[config.mk]
export PLATFORM = sky130hd
export DESIGN_NAME = ir_remote_rx
export DESIGN_NICKNAME = d
export VERILOG_FILES = /design/src/ir_rx_pkg.sv /design/src/ir_remote_rx.sv /design/src/ir_command_queue.sv /design/src/ir_frame_receiver.sv /design/src/ir_input_filter.sv /design/src/sample_tick_gen.sv
export SDC_FILE = /design/constraint.sdc
export NUM_CORES = 1
export LEC_CHECK = 0
export BUFFER_PORTS_ARGS = -buffer_cell sky130_fd_sc_hd__buf_4
export CAP_MARGIN = 20
export CELL_PAD_IN_SITES_DETAIL_PLACEMENT = 1
export CELL_PAD_IN_SITES_GLOBAL_PLACEMENT = 1
export CORE_MARGIN = 3
export CORE_UTILIZATION = 51
export CTS_CLUSTER_SIZE = 25
export DETAILED_ROUTE_END_ITERATION = 16
export HOLD_SLACK_MARGIN = 0.03
export PLACE_DENSITY_LB_ADDON = 0.1
export SETUP_SLACK_MARGIN = 0.3
export SLEW_MARGIN = 30
export SYNTH_ARGS = -nofsm -noshare
export SYNTH_HDL_FRONTEND = slang
export SYNTH_SLANG_ARGS = --single-unit
[constraint.sdc]
create_clock -name clock -period 3.5 [get_ports clock]
set_clock_uncertainty 0.05 [all_clocks]
set_input_delay 0.35 -clock clock [delete_from_list [all_inputs] [get_ports clock]]
set_output_delay 0.35 -clock clock [all_outputs]
set_load 0.03 [all_outputs]
[src/ir_rx_pkg.sv]
package ir_rx_pkg;

	//////////////////////////////////////////////////////////////////////
	// command word
	//////////////////////////////////////////////////////////////////////

	// bits per command word, sent lsb first
	localparam int cmd_bits = 12;

	// width of the bit index inside a frame
	localparam int bit_idx_bits = 4;

	//////////////////////////////////////////////////////////////////////
	// mark lengths in sample ticks
	//////////////////////////////////////////////////////////////////////

	// start mark opens a frame
	localparam int mark_start = 32;

	// data mark for a one
	localparam int mark_one = 16;

	// data mark for a zero
	localparam int mark_zero = 8;

	// allowed deviation on either side of every nominal length
	// both window ends count as inside
	localparam int mark_tol = 2;

	// mark length counter width
	// the counter saturates so a stuck-high line never looks valid
	localparam int mark_cnt_bits = 8;

	//////////////////////////////////////////////////////////////////////
	// statistics
	//////////////////////////////////////////////////////////////////////

	// drop and error counters, both saturating
	localparam int stat_bits = 8;

endpackage
[src/ir_remote_rx.sv]
`timescale 1ns/1ns

module ir_remote_rx #(
	parameter int TICK_DIV = 1875,
	parameter int QUEUE_DEPTH = 4
) (
	input  logic clock,
	input  logic rst,
	input  logic ir_in,
	output logic cmd_valid,
	input  logic cmd_ready,
	output logic [ir_rx_pkg::cmd_bits-1:0] cmd_data,
	output logic [ir_rx_pkg::stat_bits-1:0] drop_count,
	output logic [ir_rx_pkg::stat_bits-1:0] error_count
);

	// sampling tick
	logic tick;

	// filtered input level
	logic ir_level;

	// receiver to queue
	logic frame_valid;
	logic [ir_rx_pkg::cmd_bits-1:0] frame_data;
	logic frame_error;

	//////////////////////////////////////////////////////////////////////
	// front end
	//////////////////////////////////////////////////////////////////////

	sample_tick_gen #(
		.TICK_DIV(TICK_DIV)
	) sample_tick_gen_i (
		.clock(clock),
		.rst(rst),
		.tick(tick)
	);

	ir_input_filter ir_input_filter_i (
		.clock(clock),
		.rst(rst),
		.ir_in(ir_in),
		.ir_level(ir_level)
	);

	//////////////////////////////////////////////////////////////////////
	// decode and buffer
	//////////////////////////////////////////////////////////////////////

	ir_frame_receiver ir_frame_receiver_i (
		.clock(clock),
		.rst(rst),
		.tick(tick),
		.ir_level(ir_level),
		.frame_valid(frame_valid),
		.frame_data(frame_data),
		.frame_error(frame_error)
	);

	// back-pressure ends here as counted drops
	ir_command_queue #(
		.QUEUE_DEPTH(QUEUE_DEPTH)
	) ir_command_queue_i (
		.clock(clock),
		.rst(rst),
		.frame_valid(frame_valid),
		.frame_data(frame_data),
		.frame_error(frame_error),
		.cmd_valid(cmd_valid),
		.cmd_ready(cmd_ready),
		.cmd_data(cmd_data),
		.drop_count(drop_count),
		.error_count(error_count)
	);

endmodule

[src/ir_command_queue.sv]
`timescale 1ns/1ns

module ir_command_queue #(
	parameter int QUEUE_DEPTH = 4
) (
	input  logic clock,
	input  logic rst,
	input  logic frame_valid,
	input  logic [ir_rx_pkg::cmd_bits-1:0] frame_data,
	input  logic frame_error,
	output logic cmd_valid,
	input  logic cmd_ready,
	output logic [ir_rx_pkg::cmd_bits-1:0] cmd_data,
	output logic [ir_rx_pkg::stat_bits-1:0] drop_count,
	output logic [ir_rx_pkg::stat_bits-1:0] error_count
);

	localparam int ptr_w = (QUEUE_DEPTH > 1) ? $clog2(QUEUE_DEPTH) : 1;
	localparam int occ_w = $clog2(QUEUE_DEPTH + 1);

	// pointer wrap point, depth need not be a power of two
	localparam logic [ptr_w-1:0] last_ptr = ptr_w'(QUEUE_DEPTH - 1);
	localparam logic [occ_w-1:0] depth_occ = occ_w'(QUEUE_DEPTH);

	// word storage
	logic [ir_rx_pkg::cmd_bits-1:0] mem [QUEUE_DEPTH];

	logic [ptr_w-1:0] wr_ptr;
	logic [ptr_w-1:0] rd_ptr;
	logic [occ_w-1:0] occ;

	logic full;
	logic push;
	logic pop;

	assign full = (occ == depth_occ);
	// a full queue drops the word even if a read happens now
	assign push = frame_valid && !full;
	assign pop = cmd_valid && cmd_ready;

	// head entry is always on the output
	assign cmd_valid = (occ != '0);
	assign cmd_data = mem[rd_ptr];

	//////////////////////////////////////////////////////////////////////
	// storage and pointers
	//////////////////////////////////////////////////////////////////////

	always_ff @(posedge clock) begin
		if (push) begin
			mem[wr_ptr] <= frame_data;
		end
	end

	always_ff @(posedge clock) begin
		if (rst) begin
			wr_ptr <= '0;
			rd_ptr <= '0;
			occ <= '0;
		end else begin
			if (push) begin
				wr_ptr <= (wr_ptr == last_ptr) ? '0 : wr_ptr + 1'b1;
			end
			if (pop) begin
				rd_ptr <= (rd_ptr == last_ptr) ? '0 : rd_ptr + 1'b1;
			end
			// simultaneous push and pop leave occupancy alone
			case ({push, pop})
				2'b10: occ <= occ + 1'b1;
				2'b01: occ <= occ - 1'b1;
				default: occ <= occ;
			endcase
		end
	end

	//////////////////////////////////////////////////////////////////////
	// statistics, saturating
	//////////////////////////////////////////////////////////////////////

	always_ff @(posedge clock) begin
		if (rst) begin
			drop_count <= '0;
			error_count <= '0;
		end else begin
			if (frame_valid && full && (drop_count != '1)) begin
				drop_count <= drop_count + 1'b1;
			end
			if (frame_error && (error_count != '1)) begin
				error_count <= error_count + 1'b1;
			end
		end
	end

endmodule

[src/ir_frame_receiver.sv]
`timescale 1ns/1ns

module ir_frame_receiver (
	input  logic clock,
	input  logic rst,
	input  logic tick,
	input  logic ir_level,
	output logic frame_valid,
	output logic [ir_rx_pkg::cmd_bits-1:0] frame_data,
	output logic frame_error
);

	localparam int cnt_w = ir_rx_pkg::mark_cnt_bits;
	localparam int idx_w = ir_rx_pkg::bit_idx_bits;

	//////////////////////////////////////////////////////////////////////
	// acceptance windows, nominal +/- tolerance
	//////////////////////////////////////////////////////////////////////

	localparam logic [cnt_w-1:0] start_lo =
		cnt_w'(ir_rx_pkg::mark_start - ir_rx_pkg::mark_tol);
	localparam logic [cnt_w-1:0] start_hi =
		cnt_w'(ir_rx_pkg::mark_start + ir_rx_pkg::mark_tol);
	localparam logic [cnt_w-1:0] one_lo =
		cnt_w'(ir_rx_pkg::mark_one - ir_rx_pkg::mark_tol);
	localparam logic [cnt_w-1:0] one_hi =
		cnt_w'(ir_rx_pkg::mark_one + ir_rx_pkg::mark_tol);
	localparam logic [cnt_w-1:0] zero_lo =
		cnt_w'(ir_rx_pkg::mark_zero - ir_rx_pkg::mark_tol);
	localparam logic [cnt_w-1:0] zero_hi =
		cnt_w'(ir_rx_pkg::mark_zero + ir_rx_pkg::mark_tol);

	// index of the final data bit
	localparam logic [idx_w-1:0] last_idx = idx_w'(ir_rx_pkg::cmd_bits - 1);

	// fsm encoding
	localparam logic [1:0] st_wait_start = 2'd0;
	localparam logic [1:0] st_wait_mark = 2'd1;
	localparam logic [1:0] st_measure = 2'd2;

	logic [1:0] state;

	// ticks seen high in the current mark
	logic [cnt_w-1:0] mark_cnt;
	logic [cnt_w-1:0] mark_inc;

	// position of the next data bit
	logic [idx_w-1:0] bit_idx;

	// window hits for the finished mark
	logic is_start;
	logic is_one;
	logic is_zero;

	// a data mark ends on this tick
	logic data_end;

	// saturating increment
	assign mark_inc = (mark_cnt == '1) ? mark_cnt : mark_cnt + 1'b1;

	assign is_start = (mark_cnt >= start_lo) && (mark_cnt <= start_hi);
	assign is_one = (mark_cnt >= one_lo) && (mark_cnt <= one_hi);
	assign is_zero = (mark_cnt >= zero_lo) && (mark_cnt <= zero_hi);

	assign data_end = tick && (state == st_measure) && !ir_level;

	//////////////////////////////////////////////////////////////////////
	// mark fsm
	//////////////////////////////////////////////////////////////////////

	always_ff @(posedge clock) begin
		if (rst) begin
			state <= st_wait_start;
			mark_cnt <= '0;
			bit_idx <= '0;
			frame_valid <= 1'b0;
			frame_error <= 1'b0;
		end else begin
			// strobes last one cycle
			frame_valid <= 1'b0;
			frame_error <= 1'b0;
			if (tick) begin
				case (state)
					st_wait_start: begin
						if (ir_level) begin
							mark_cnt <= mark_inc;
						end else begin
							// line low: judge whatever mark came before
							// a miss here is silent, idle low counts zero
							if (is_start) begin
								state <= st_wait_mark;
							end
							mark_cnt <= '0;
							bit_idx <= '0;
						end
					end

					st_wait_mark: begin
						// gaps are not measured
						if (ir_level) begin
							mark_cnt <= cnt_w'(1);
							state <= st_measure;
						end
					end

					st_measure: begin
						if (ir_level) begin
							mark_cnt <= mark_inc;
						end else begin
							mark_cnt <= '0;
							if (is_one || is_zero) begin
								if (bit_idx == last_idx) begin
									// whole word in, hand it on
									frame_valid <= 1'b1;
									bit_idx <= '0;
									state <= st_wait_start;
								end else begin
									bit_idx <= bit_idx + 1'b1;
									state <= st_wait_mark;
								end
							end else begin
								// bad data mark drops the frame
								frame_error <= 1'b1;
								bit_idx <= '0;
								state <= st_wait_start;
							end
						end
					end

					default: begin
						state <= st_wait_start;
					end
				endcase
			end
		end
	end

	//////////////////////////////////////////////////////////////////////
	// word assembly, lsb first
	//////////////////////////////////////////////////////////////////////

	always_ff @(posedge clock) begin
		if (data_end && (is_one || is_zero)) begin
			// one window wins, else it is a zero
			frame_data[bit_idx] <= is_one;
		end
	end

endmodule

[src/ir_input_filter.sv]
`timescale 1ns/1ns

module ir_input_filter (
	input  logic clock,
	input  logic rst,
	input  logic ir_in,
	output logic ir_level
);

	// first synchronizer flop, may go metastable
	logic sync_meta;

	// sample history, newest in bit 0
	// bit 0 doubles as the second synchronizer flop
	logic [2:0] hist;

	// all three samples high / all three samples low
	logic all_high;
	logic all_low;

	//////////////////////////////////////////////////////////////////////
	// synchronizer and history
	//////////////////////////////////////////////////////////////////////

	always_ff @(posedge clock) begin
		if (rst) begin
			sync_meta <= 1'b0;
			hist <= 3'b000;
		end else begin
			sync_meta <= ir_in;
			// shift in the synchronized sample
			hist <= {hist[1:0], sync_meta};
		end
	end

	assign all_high = &hist;
	assign all_low = ~|hist;

	//////////////////////////////////////////////////////////////////////
	// vote
	//////////////////////////////////////////////////////////////////////

	// level only moves once the whole history agrees
	// so a spike of one or two cycles never gets through
	always_ff @(posedge clock) begin
		if (rst) begin
			ir_level <= 1'b0;
		end else if (all_high) begin
			ir_level <= 1'b1;
		end else if (all_low) begin
			ir_level <= 1'b0;
		end
		// mixed history: hold the last level
	end

endmodule

[src/sample_tick_gen.sv]
`timescale 1ns/1ns

module sample_tick_gen #(
	parameter int TICK_DIV = 1875
) (
	input  logic clock,
	input  logic rst,
	output logic tick
);

	// counter just wide enough for TICK_DIV-1
	localparam int cnt_w = (TICK_DIV > 1) ? $clog2(TICK_DIV) : 1;

	// value loaded after reset and after every tick
	localparam logic [cnt_w-1:0] reload = cnt_w'(TICK_DIV - 1);

	// cycles left until the next tick
	logic [cnt_w-1:0] div_cnt;

	//////////////////////////////////////////////////////////////////////
	// down counter
	//////////////////////////////////////////////////////////////////////

	always_ff @(posedge clock) begin
		if (rst) begin
			// first tick lands TICK_DIV cycles after reset drops
			div_cnt <= reload;
			tick <= 1'b0;
		end else begin
			if (div_cnt == '0) begin
				// expired: one-cycle tick and start over
				div_cnt <= reload;
				tick <= 1'b1;
			end else begin
				div_cnt <= div_cnt - 1'b1;
				tick <= 1'b0;
			end
		end
	end

	// with TICK_DIV of 1 the counter sits at zero
	// and tick stays high, one tick per clock

endmodule

[Word-level counts from Yosys, hierarchy flattened]
Memory sizes are Yosys's and may differ from the RTL's. A register that Yosys moved wholly into a read port is not among the register bits.
Cells that the tools add are included.
Storage, ports and cells
  flip-flop bits (word level): 68
  bits in writable memories: 48
  input bits: 4
  output and inout port bits: 29
  word-level logic and storage cells: 115
  memories: 1
Memory list
  ir_command_queue_i.mem: words 4, width 12, rd ports 1, clocked after memory_dff 1, wr ports 1, line ir_command_queue.sv:26  | logic [ir_rx_pkg::cmd_bits-1:0] mem [QUEUE_DEPTH];
Operators by class
  add/sub/neg operators: 9
  magnitude comparators: 8
  equality and inequality tests: 17
  multiplexer cells: 31
  bitwise gates (word level): 3
  reductions and logical operators: 30
Operators by type and width (number)
  8-bit by 1-bit adder with 8-bit output, second input constant: 3
  8-bit 2-to-1 mux: 3
  2-bit 2-to-1 mux: 8
  4-bit 2-to-1 mux: 4
  8-bit inequality test, second input constant: 2
  8-bit one-hot mux with 2 select lines: 1
  12-bit bitwise mux: 1
  1-bit logical AND: 12
  11-bit zero test: 1
  11-bit by 1-bit subtractor with 11-bit output, second input constant: 1
  1-bit 2-to-1 mux: 10
  2-bit == test, second input constant: 4
  8-bit == test, second input constant: 1
  8-bit by 3-bit >= comparator with 1-bit output, second input constant: 1
  8-bit by 4-bit >= comparator with 1-bit output, second input constant: 1
  8-bit by 5-bit >= comparator with 1-bit output, second input constant: 1
  8-bit by 4-bit less-or-equal comparator with 1-bit output, second input constant: 1
  8-bit by 5-bit less-or-equal comparator with 1-bit output, second input constant: 1
  8-bit by 6-bit less-or-equal comparator with 1-bit output, second input constant: 1
  4-bit one-hot mux with 2 select lines: 1
  4-bit AND reduction: 2
  2-bit inequality test, second input constant: 3
  2-bit one-hot mux with 3 select lines: 1
  3-bit one-hot mux with 2 select lines: 1
  other kinds (24): 33

[Logic depth before layout (Yosys ltp)]
Gate-level depths: netlist of run 1.
  word-level depth: 6
  depth in mapped cells: 9

[By module]
Synthesis of run 1 repeated with hierarchy kept, for this count alone.
Unflattened totals
  cell total of the unflattened synthesis: 421
  area total of the unflattened synthesis: 5206.2 um^2
By module, submodules not included
  ir_command_queue: times used 1, cells each 211, area an instance 3106.7 um^2, sequential area each 1941.9 um^2
  ir_frame_receiver: times used 1, cells each 145, area an instance 1446.4 um^2, sequential area each 680.7 um^2
  sample_tick_gen: times used 1, cells each 53, area an instance 504.2 um^2, sequential area each 240.2 um^2
  ir_input_filter: times used 1, cells each 12, area an instance 148.9 um^2, sequential area each 100.1 um^2

[Worst setup path before layout of run 1]
Ideal clock, no wire load.
  path type: reg-to-reg
  start: register ir_frame_receiver_i.mark_cnt[1]
  end: register ir_frame_receiver_i.frame_data[0] (netlist name) (enable)
  library setup time: 0.299 ns
  arrival time: 1.967 ns
  required time: 3.151 ns
  slack: 1.184 ns
  stages on the path, launching flop included: 6
  clock period less this slack: 2.316 ns
  cells stage by stage: dfxtp_1 > and2_4 > or3_4 > a2111oi_4 > or4b_4 > nor2_1
Between the ends
  word-level cells in the longest chain between the ends: 4
  elaborated cells on any way between the ends: 8
  classes of those cells: order compare (4); reduce/logical (4)
RTL lines
  start, declared: line ir_frame_receiver.sv:44  | logic [cnt_w-1:0] mark_cnt;
  start signal, assigned: line ir_frame_receiver.sv:86  | mark_cnt <= mark_inc;
  start signal, assigned: line ir_frame_receiver.sv:101  | mark_cnt <= cnt_w'(1);
  start signal, assigned: line ir_frame_receiver.sv:108  | mark_cnt <= mark_inc;
  8-bit by 4-bit >= comparator with 1-bit output, or another cell as far along: line ir_frame_receiver.sv:62  | assign is_one = (mark_cnt >= one_lo) && (mark_cnt <= one_hi);
  1-bit logical AND, on equally long branches: line ir_frame_receiver.sv:62, ir_frame_receiver.sv:63
  1-bit logical OR *: line ir_frame_receiver.sv:143  | if (data_end && (is_one || is_zero)) begin
  1-bit logical AND *: line ir_frame_receiver.sv:143
  end signal, assigned by index: line ir_frame_receiver.sv:145  | frame_data[bit_idx] <= is_one;
  end, declared: line ir_frame_receiver.sv:9  | output logic [ir_rx_pkg::cmd_bits-1:0] frame_data,
Mark *: on every way between the ends. The rest lies on a longest branch, timed or not.
A chain may end at the register's enable or synchronous reset.

==> results of run 1 <==
registers in the layout, summed over array words and instances, names as in the netlist, 3 cells and up, named ones only:
name and cells:
ir_frame_receiver_i.bit_idx 4, sample_tick_gen_i.div_cnt 11, ir_command_queue_i.drop_count 8, ir_input_filter_i.hist 3
ir_command_queue_i.error_count 8, ir_command_queue_i.occ 3, ir_command_queue_i.mem 48, ir_frame_receiver_i.mark_cnt 8
ir_frame_receiver_i.frame_data 12
worst paths after layout:
kind / endpoint / from / cells after the start / slack, ns
min reg2reg: ir_input_filter_i.hist[0] / ir_input_filter_i.sync_meta / 1 / 0.40
max reg2reg: ir_frame_receiver_i.frame_data[1] / ir_frame_receiver_i.mark_cnt[3] / 5 / 0.95
max: cmd_data[2] / flop / 2 / 0.95
min: ir_command_queue_i.error_count[0] / rst / 2 / 0.23
metal layers:
layer,track usage,vias up,share of wire
met5,0,-,0
met4,0.07493,0,0.014
met3,0.04593,14,0.022
met2,0.3934,49,0.55
met1,0.2518,1695,0.42
li1,-,1621,-
layout make-up:
type | count | area (µm²) | area share
well taps | 129 | 161.4 | 0.02704
flip-flops and latches | 118 | 2963 | 0.4963
multi-input cells | 271 | 1924 | 0.3224
repair buffers | 34 | 257.7 | 0.04318
inverters | 25 | 93.84 | 0.01572
clock inverters | 15 | 155.1 | 0.02599
clock buffers | 17 | 414.1 | 0.06938
cells by family after synthesis:
kind of cell    count (synthesis)  synth area share
compound gates                 56           0.07261
xor+xnor                       25           0.04322
fa+ha+maj                      17           0.04347
buf+inv                        38           0.03532
flops                         118            0.5848
mux                            15           0.05952
simple gates                  158            0.1610
worst reg2reg max path: cells and delay by family, from the launching register on:
| family | cells | cell delay, ns |
|---|---|---|
| simple gates | 4 | 1.17 |
| compound gates | 1 | 0.53 |
| flops | 1 | 0.50 |
metrics by stage:
step / area (µm²) / utilization
after floorplan: 5066 / -
after global placement: 5390 / 0.5698
after detailed placement: 5390 / 0.5698
after CTS: 5969 / 0.6311
after global routing: 5969 / 0.6311
final: 5969 / 0.6311
synth_stat cells (all sizes together), types with 3 or more instances:
cell type	count	area, µm²
and2	9	58.81
nor3	8	40.04
edfxtp	60	1802
a21oi	26	130.1
inv	25	93.84
and3	4	25.02
nand2	36	135.1
nor2	40	150.1
nor3b	5	37.54
ha	16	200.2
a211oi	3	22.52
nand3	17	85.08
dfxtp	58	1161
nor4	6	37.54
xnor2	17	148.9
o21ai	11	55.05
nand4	4	25.02
clkbuf	11	71.32
xor2	8	70.07
or3	8	55.05
a31oi	3	18.77
nor2b	7	43.79
mux4	12	270.3
power groups by stage:
stage / clock network, W / registers, W / logic, W
3_5_place_dp: 0 / 0.00149 / 0.0000371
6_report: 0.00165 / 0.00146 / 0.0000378
5_1_grt: 0.00175 / 0.00146 / 0.0000442
4_1_cts: 0.00168 / 0.00146 / 0.0000385
3_3_place_gp: 0 / 0.00149 / 0.0000355
2_1_floorplan: 0 / 0.00148 / 0.0000283
==> metrics.md, run 1 <==
| Metric | Value |
|---|---|
| Syn Area/Cell | 11.86 µm² |
| Worst-Skew Late Latency | 0.51 ns |
| CTS tree | yes |
| Clock Sinks | 118 |
| # fillers | 981 |
| Switch Pwr | 0.0006668 W |
| Die X | 105.7 µm |
| P per Cell Area | 526.6 nW/µm² |
| Max cap viols | 0 |
| Io pins | 33 |
| Smallest hold slack | 0.2296 ns |
| Critical Path RT | 3.10 ns |
| Cell internal pwr | 0.002477 W |
| FMAX | 392.9 MHz |
| Via density | 5.548 |
| Clock period minus worst slack | 2.545 ns |
| Number of global-route vias before repair | 3650 |
| Setup ws final | 0.9549 ns |
| CTS max path bufs | 2 |
| Share of layout cells above drive strength 1 | 0.1792 |
| Logic gate share of total power | 0.012 |
| Yosys cell types | 53 |
| Postcts setup bufs | 0 |
| DR iter-0 viols | 150 |
| Syn_nets | 448 |
| Resized Gates After CTS | 0 |
| GRT overflow | 0 |
| Startpoint types | flop |
| Diode count | 0 |
| Num CTS Buffers | 17 |
| DR WL/cell | 18.20 µm |
| Period utilization | 0.7272 |
| Worst-Margin Slew | 0.7887 ns |
| Post-synth ARST share | 0 |
| Largest net degree at the start of global routing | 44 |
| Seq pwr share | 0.464 |
| Crit path max fanout | 12 |
| Most common cell after layout, fill and taps aside | edfxtp_1 |
| Row cnt | 35 |
| Power share of the clock group | 0.524 |
| Placed Cells | 576 |
| Most frequent cells in the layout | edfxtp_1, dfxtp_1, nor2_1, nand2_1, buf_4 |
| Clock transition at path regs | 0.06 ns |
| Clock root cell | clkbuf_8 |
| Leak | 2.063 nW |
| Max-slew violation count | 0 |
| Total GRT Usage | 0.2164 |
| Crit-path leading delay family | flip-flops |
| Setup Total Neg Slack | 0 ns |
| Yosys warns | 0 |
| Max stage delay cell, worst path | dfxtp_1 |
| Port buffer count | 32 |
| Die Ht | 105.7 µm |
| First-pass GRT wire length | 18770 µm |
| EDFF count, synth | 60 |
| Status | finished, final reports clean |
| Final Wtd Congestion | 0.8093 |
| VDD IR-drop max | 0.0002958 V |
| Die area | 11170 µm² |
| Initial antenna violation count | 0 |
| Post-Syn Area | 5066 µm² |
| Slew headroom | 0.4735 |
| Final setup vio count | 0 |
| Ys flop type | edfxtp_1 |
| Via count of the routed design | 3379 |
| Slowest cell delay on critical path | 0.83 ns |
| Post-Syn Instances | 427 |
| # hold bufs at CTS | 1 |
| Worst path cell trace | mux4_2 -> buf_4 |
| Starting Density | 0.5356 |
| CP arrival | 2.15 ns |
| Total Routed Length | 11080 µm |
| Area grow syn2layout | 17.83% |
| Post-layout nets | 488 |
| CP Capture Type | primary output |
| Final hold vios | 0 |
| Post-route DRC | 0 |
| Total Power | 0.003144 W |
| CTS H-tree lvls | 4 |
| Core area | 9459 µm² |
| Sequential-to-total area share from yosys stat | 0.5848 |
| Place WS | 0.9900 ns |
| RSZ-0062 raised after global routing | no |
| HP Class | in -> reg |
| Final HPWL from detailed placement | 7055 µm |
| Drt first pass iters | 5 |
| Detail Route Antenna Nets | 0 |
| Seq cells post-synth | 118 |
| Critical Setup Path Class | reg -> out |
| Non-filler cells, final | 609 |
| CP bufs+invs | 1 |
| Sw Ratio | 0.2121 |
No activity file was read; power rests on OpenSTA's default activity.
==> run 2: changes to the inputs <==
--- a/config.mk
+++ b/config.mk
@@ -5,12 +5,13 @@
 export SDC_FILE = /design/constraint.sdc
 export NUM_CORES = 1
 export LEC_CHECK = 0
+export ABC_AREA = 1
 export BUFFER_PORTS_ARGS = -buffer_cell sky130_fd_sc_hd__buf_4
 export CAP_MARGIN = 20
 export CELL_PAD_IN_SITES_DETAIL_PLACEMENT = 1
 export CELL_PAD_IN_SITES_GLOBAL_PLACEMENT = 1
 export CORE_MARGIN = 3
-export CORE_UTILIZATION = 51
+export CORE_UTILIZATION = 47
 export CTS_CLUSTER_SIZE = 25
 export DETAILED_ROUTE_END_ITERATION = 16
 export HOLD_SLACK_MARGIN = 0.03
==> constraint.sdc (replaced) <==
create_clock -name clock -period 2.6 [get_ports clock]
set_clock_uncertainty 0.05 [all_clocks]
set_input_delay 0.26 -clock clock [delete_from_list [all_inputs] [get_ports clock]]
set_output_delay 0.26 -clock clock [all_outputs]
set_load 0.03 [all_outputs]
==> metrics.md, run 2 <==
| Metric | Value |
|---|---|
| Post-synth ARST share | 0 (unchanged) |
| Core area | 10510 µm² (+11%) |
| Most frequent cells in the layout | nor2_1, nand2_1, edfxtp_1, dfxtp_1, inv_1 |
| Area grow syn2layout | 20.92% |
| Synth Area in Compound Gates | 0.1149 (+0.04231) |
| Largest area contributor in the netlist | edfxtp_1 |
| Sequential-to-total area share from yosys stat | 0.5753 (-0.009520) |
| CTS tree | yes |
| Final setup vio count | 0 (unchanged) |
| Total GRT Usage | 0.2243 (+0.007860) |
| CP bufs+invs | 2 (+1) |
| Fraction of the mapped netlist area in simple logic gates | 0.1961 (+0.03504) |
| Worst-Skew Late Latency | 0.51 ns (about the same) |
| CTS H-tree lvls | 4 (unchanged) |
| GRT overflow | 0 (unchanged) |
| Syn_nets | 575 (+28%) |
| Most common cell after layout, fill and taps aside | nor2_1 |
| Final Wtd Congestion | 0.8037 (-0.69%) |
| Max FFs per register | 48 (unchanged) |
| Synth Area in Adders | 0.04276 (-0.0007076) |
| Most frequent cell after synthesis | nor2_1 |
| Startpoint types | flop |
| Crit-path leading delay family | compound AO/OA/AOI/OAI gates |
| Die X | 110.7 µm (+4.7%) |
| Max cap viols | 0 (unchanged) |
| Via count of the routed design | 4050 (+20%) |
| Drt first pass iters | 4 (-1) |
| Post-synthesis mux area share | 0 (-0.05952) |
| Setup Total Neg Slack | 0 ns (unchanged) |
| Die Ht | 110.7 µm (+4.7%) |
| Io pins | 33 (unchanged) |
| Synth top area share | 0.3499 (-0.005789) |
| Max stage delay cell, worst path | fa_1 |
| CP arrival | 2.54 ns (+0.39 ns) |
| Largest net degree at the start of global routing | 25 (-43%) |
| Worst path cell trace | inv_1 -> nand3_1 -> nand2_2 -> ha_1 -> inv_1 -> fa_1 -> a21oi_1 -> o21ai_0 -> o21ai_0 -> a21oi_1 |
| Critical Setup Path Class | reg -> reg |
| Slowest cell delay on critical path | 0.39 ns (-0.44 ns) |
| Yosys warns | 0 (unchanged) |
| CTS max path bufs | 2 (unchanged) |
| Number of global-route vias before repair | 4498 (+23%) |
| P per Cell Area | 717.1 nW/µm² (+36%) |
| Clock root cell | clkbuf_8 |
| Leak | 2.393 nW (+16%) |
| Biggest register | ir_command_queue_i.mem |
| Clock Sinks | 118 (unchanged) |
| Row cnt | 37 (+5.7%) |
| Slew headroom | 0.5429 (+0.06938) |
| Post-Syn Area | 5150 µm² (+1.7%) |
| Postcts setup bufs | 0 (unchanged) |
| Smallest hold slack | 0.05690 ns (-0.1727 ns) |
| VDD IR-drop max | 0.0003405 V (+15%) |
| DR WL/cell | 17.81 µm (-2.2%) |
| Initial antenna violation count | 0 (unchanged) |
| Syn Area/Cell | 9.296 µm² (-22%) |
| Starting Density | 0.4901 (-0.04552) |
| Final HPWL from detailed placement | 8676 µm (+23%) |
| Total Routed Length | 13390 µm (+21%) |
| Post-route DRC | 0 (unchanged) |
| Top flop regs | ir_command_queue_i.mem x48, ir_frame_receiver_i.frame_data x12, sample_tick_gen_i.div_cnt x11 |
| Max-slew violation count | 0 (unchanged) |
| Post-Syn Instances | 554 (+30%) |
| Critical Path RT | 2.93 ns (-0.17 ns) |
| Num CTS Buffers | 17 (unchanged) |
| Seq cells post-synth | 118 (unchanged) |
| Post-layout nets | 624 (+28%) |
| FMAX | 452.5 MHz |
| Detail Route Antenna Nets | 0 (unchanged) |
| Ys flop type | edfxtp_1 |
| EDFF count, synth | 60 (unchanged) |
| Worst Min Path Start | rst |
| Diode count | 0 (unchanged) |
| Top cells by count, synth | nor2_1, nand2_1, edfxtp_1 |
| HP Class | in -> reg |
| CP Launch Point | ir_command_queue_i.occ[0] |
| Crit path max fanout | 9 (-3) |
| Worst-Margin Slew | 0.6850 ns (-0.1037 ns) |
| CP Capture Type | flop |
| First-pass GRT wire length | 22090 µm (+18%) |
| Clock transition at path regs | 0.06 ns (about the same) |
| Clock period minus worst slack | 2.210 ns |
| Status | finished, final reports clean |
| Reg2reg start | ir_command_queue_i.occ[0] |
| Final hold vios | 0 (unchanged) |
| RSZ-0062 raised after global routing | yes |
| Port buffer count | 32 (unchanged) |
| Die area | 12250 µm² (+9.7%) |
| DR iter-0 viols | 217 (+45%) |
| Share of layout cells above drive strength 1 | 0.1672 (-0.01196) |
| Main combinational cell family by area after synthesis | simple AND/OR/NAND/NOR gates |
| Synth Area in XOR/XNOR | 0.01531 (-0.02791) |
| Period utilization | 0.8500 |
| Main area contributors after synthesis | edfxtp_1, dfxtp_1, nor2_1 |
| Via density | 5.386 (-2.9%) |
| Yosys cell types | 40 (-25%) |
-- run 2: changes by cell type in the layout (fill, tap and decap cells not counted), moves of 6 or more --
cell     previous run  this run
o21ai_0            11        48
nand2_1            36        75
xnor2_1            17         5
or3_1               7         0
nor2b_1             7         0
inv_2               0         7
inv_1              25        55
nand2_2             0         6
mux4_2             12         0
and2_1              8         0
o22ai_1             0        12
nor2_1             40        93
a21oi_1            26        35
-- run 2: power breakdown --
group          internal, W  switching (W)
Clock              0.00165       0.000794
Combinational    0.0000192      0.0000426
Sequential         0.00195     0.00000827
-- run 2: stage by stage --
step           total power (W)  worst slack (ns)  area, µm²  instances    util
3_3_place_gp          0.002049            0.6259       5562        717  0.5292
5_1_grt               0.004594            0.2192       6227        752  0.5926
6_report              0.004466            0.3899       6227        752  0.5926
2_1_floorplan         0.002034            0.5937       5150        554       -
4_1_cts               0.004498            0.3025       6205        750  0.5904
3_5_place_dp          0.002052            0.4008       5562        717  0.5292
-- run 2: path summary, 6_finish.rpt --
check,to,slack [ns],cells after the start
max,ir_command_queue_i.occ[2],0.39,10
min,ir_input_filter_i.hist[1],0.06,2
max reg2reg,ir_command_queue_i.occ[2],0.39,10
min reg2reg,ir_input_filter_i.hist[0],0.36,2
-- run 2: routing by layer --
| layer | track usage | wire (µm) |
|---|---|---|
| met1 | 0.2531 | 5564 |
| met5 | 0 | 0 |
| met2 | 0.4086 | 7253 |
| met4 | 0.08867 | 201 |
| met3 | 0.05076 | 372 |
-- run 2: logic make-up after synthesis --
group / after synthesis
adders and majority gates: 17
DFF: 118
AOI/OAI and AO/OA: 108
and+or+nand+nor: 227
buffers and inverters: 75
xor gates and xnor gates: 9
-- run 2: worst register-to-register path, cell delays in order (launching register included) --
cell     delay, ns
dfxtp_1       0.31
inv_1         0.15
nand3_1       0.17
nand2_2       0.20
ha_1          0.17
inv_1         0.06
fa_1          0.39
a21oi_1       0.16
o21ai_0       0.15
o21ai_0       0.20
a21oi_1       0.08
-- run 2: cell type report --
cell class                      count  area [µm²]
Timing Repair inverter              2       15.01
Multi-Input combinational cell    361        1903
Timing Repair Buffer               39       299.0
Sequential cell                   118        2964
Clock inverter                      6       108.9
Fill cell                        1185        4282
Clock buffer                       26       520.5
Tap cell                          136       170.2
Inverter                           64       246.5
-- run 2: timing repair --
action / in CTS / in global routing
gates cloned: 0 / 2
endpoints found under the hold margin: 1 / 0
endpoints found under the setup margin: 2 / 10
resized for setup: 1 / 5
pin swaps: 0 / 0
hold buffers: 1 / 0
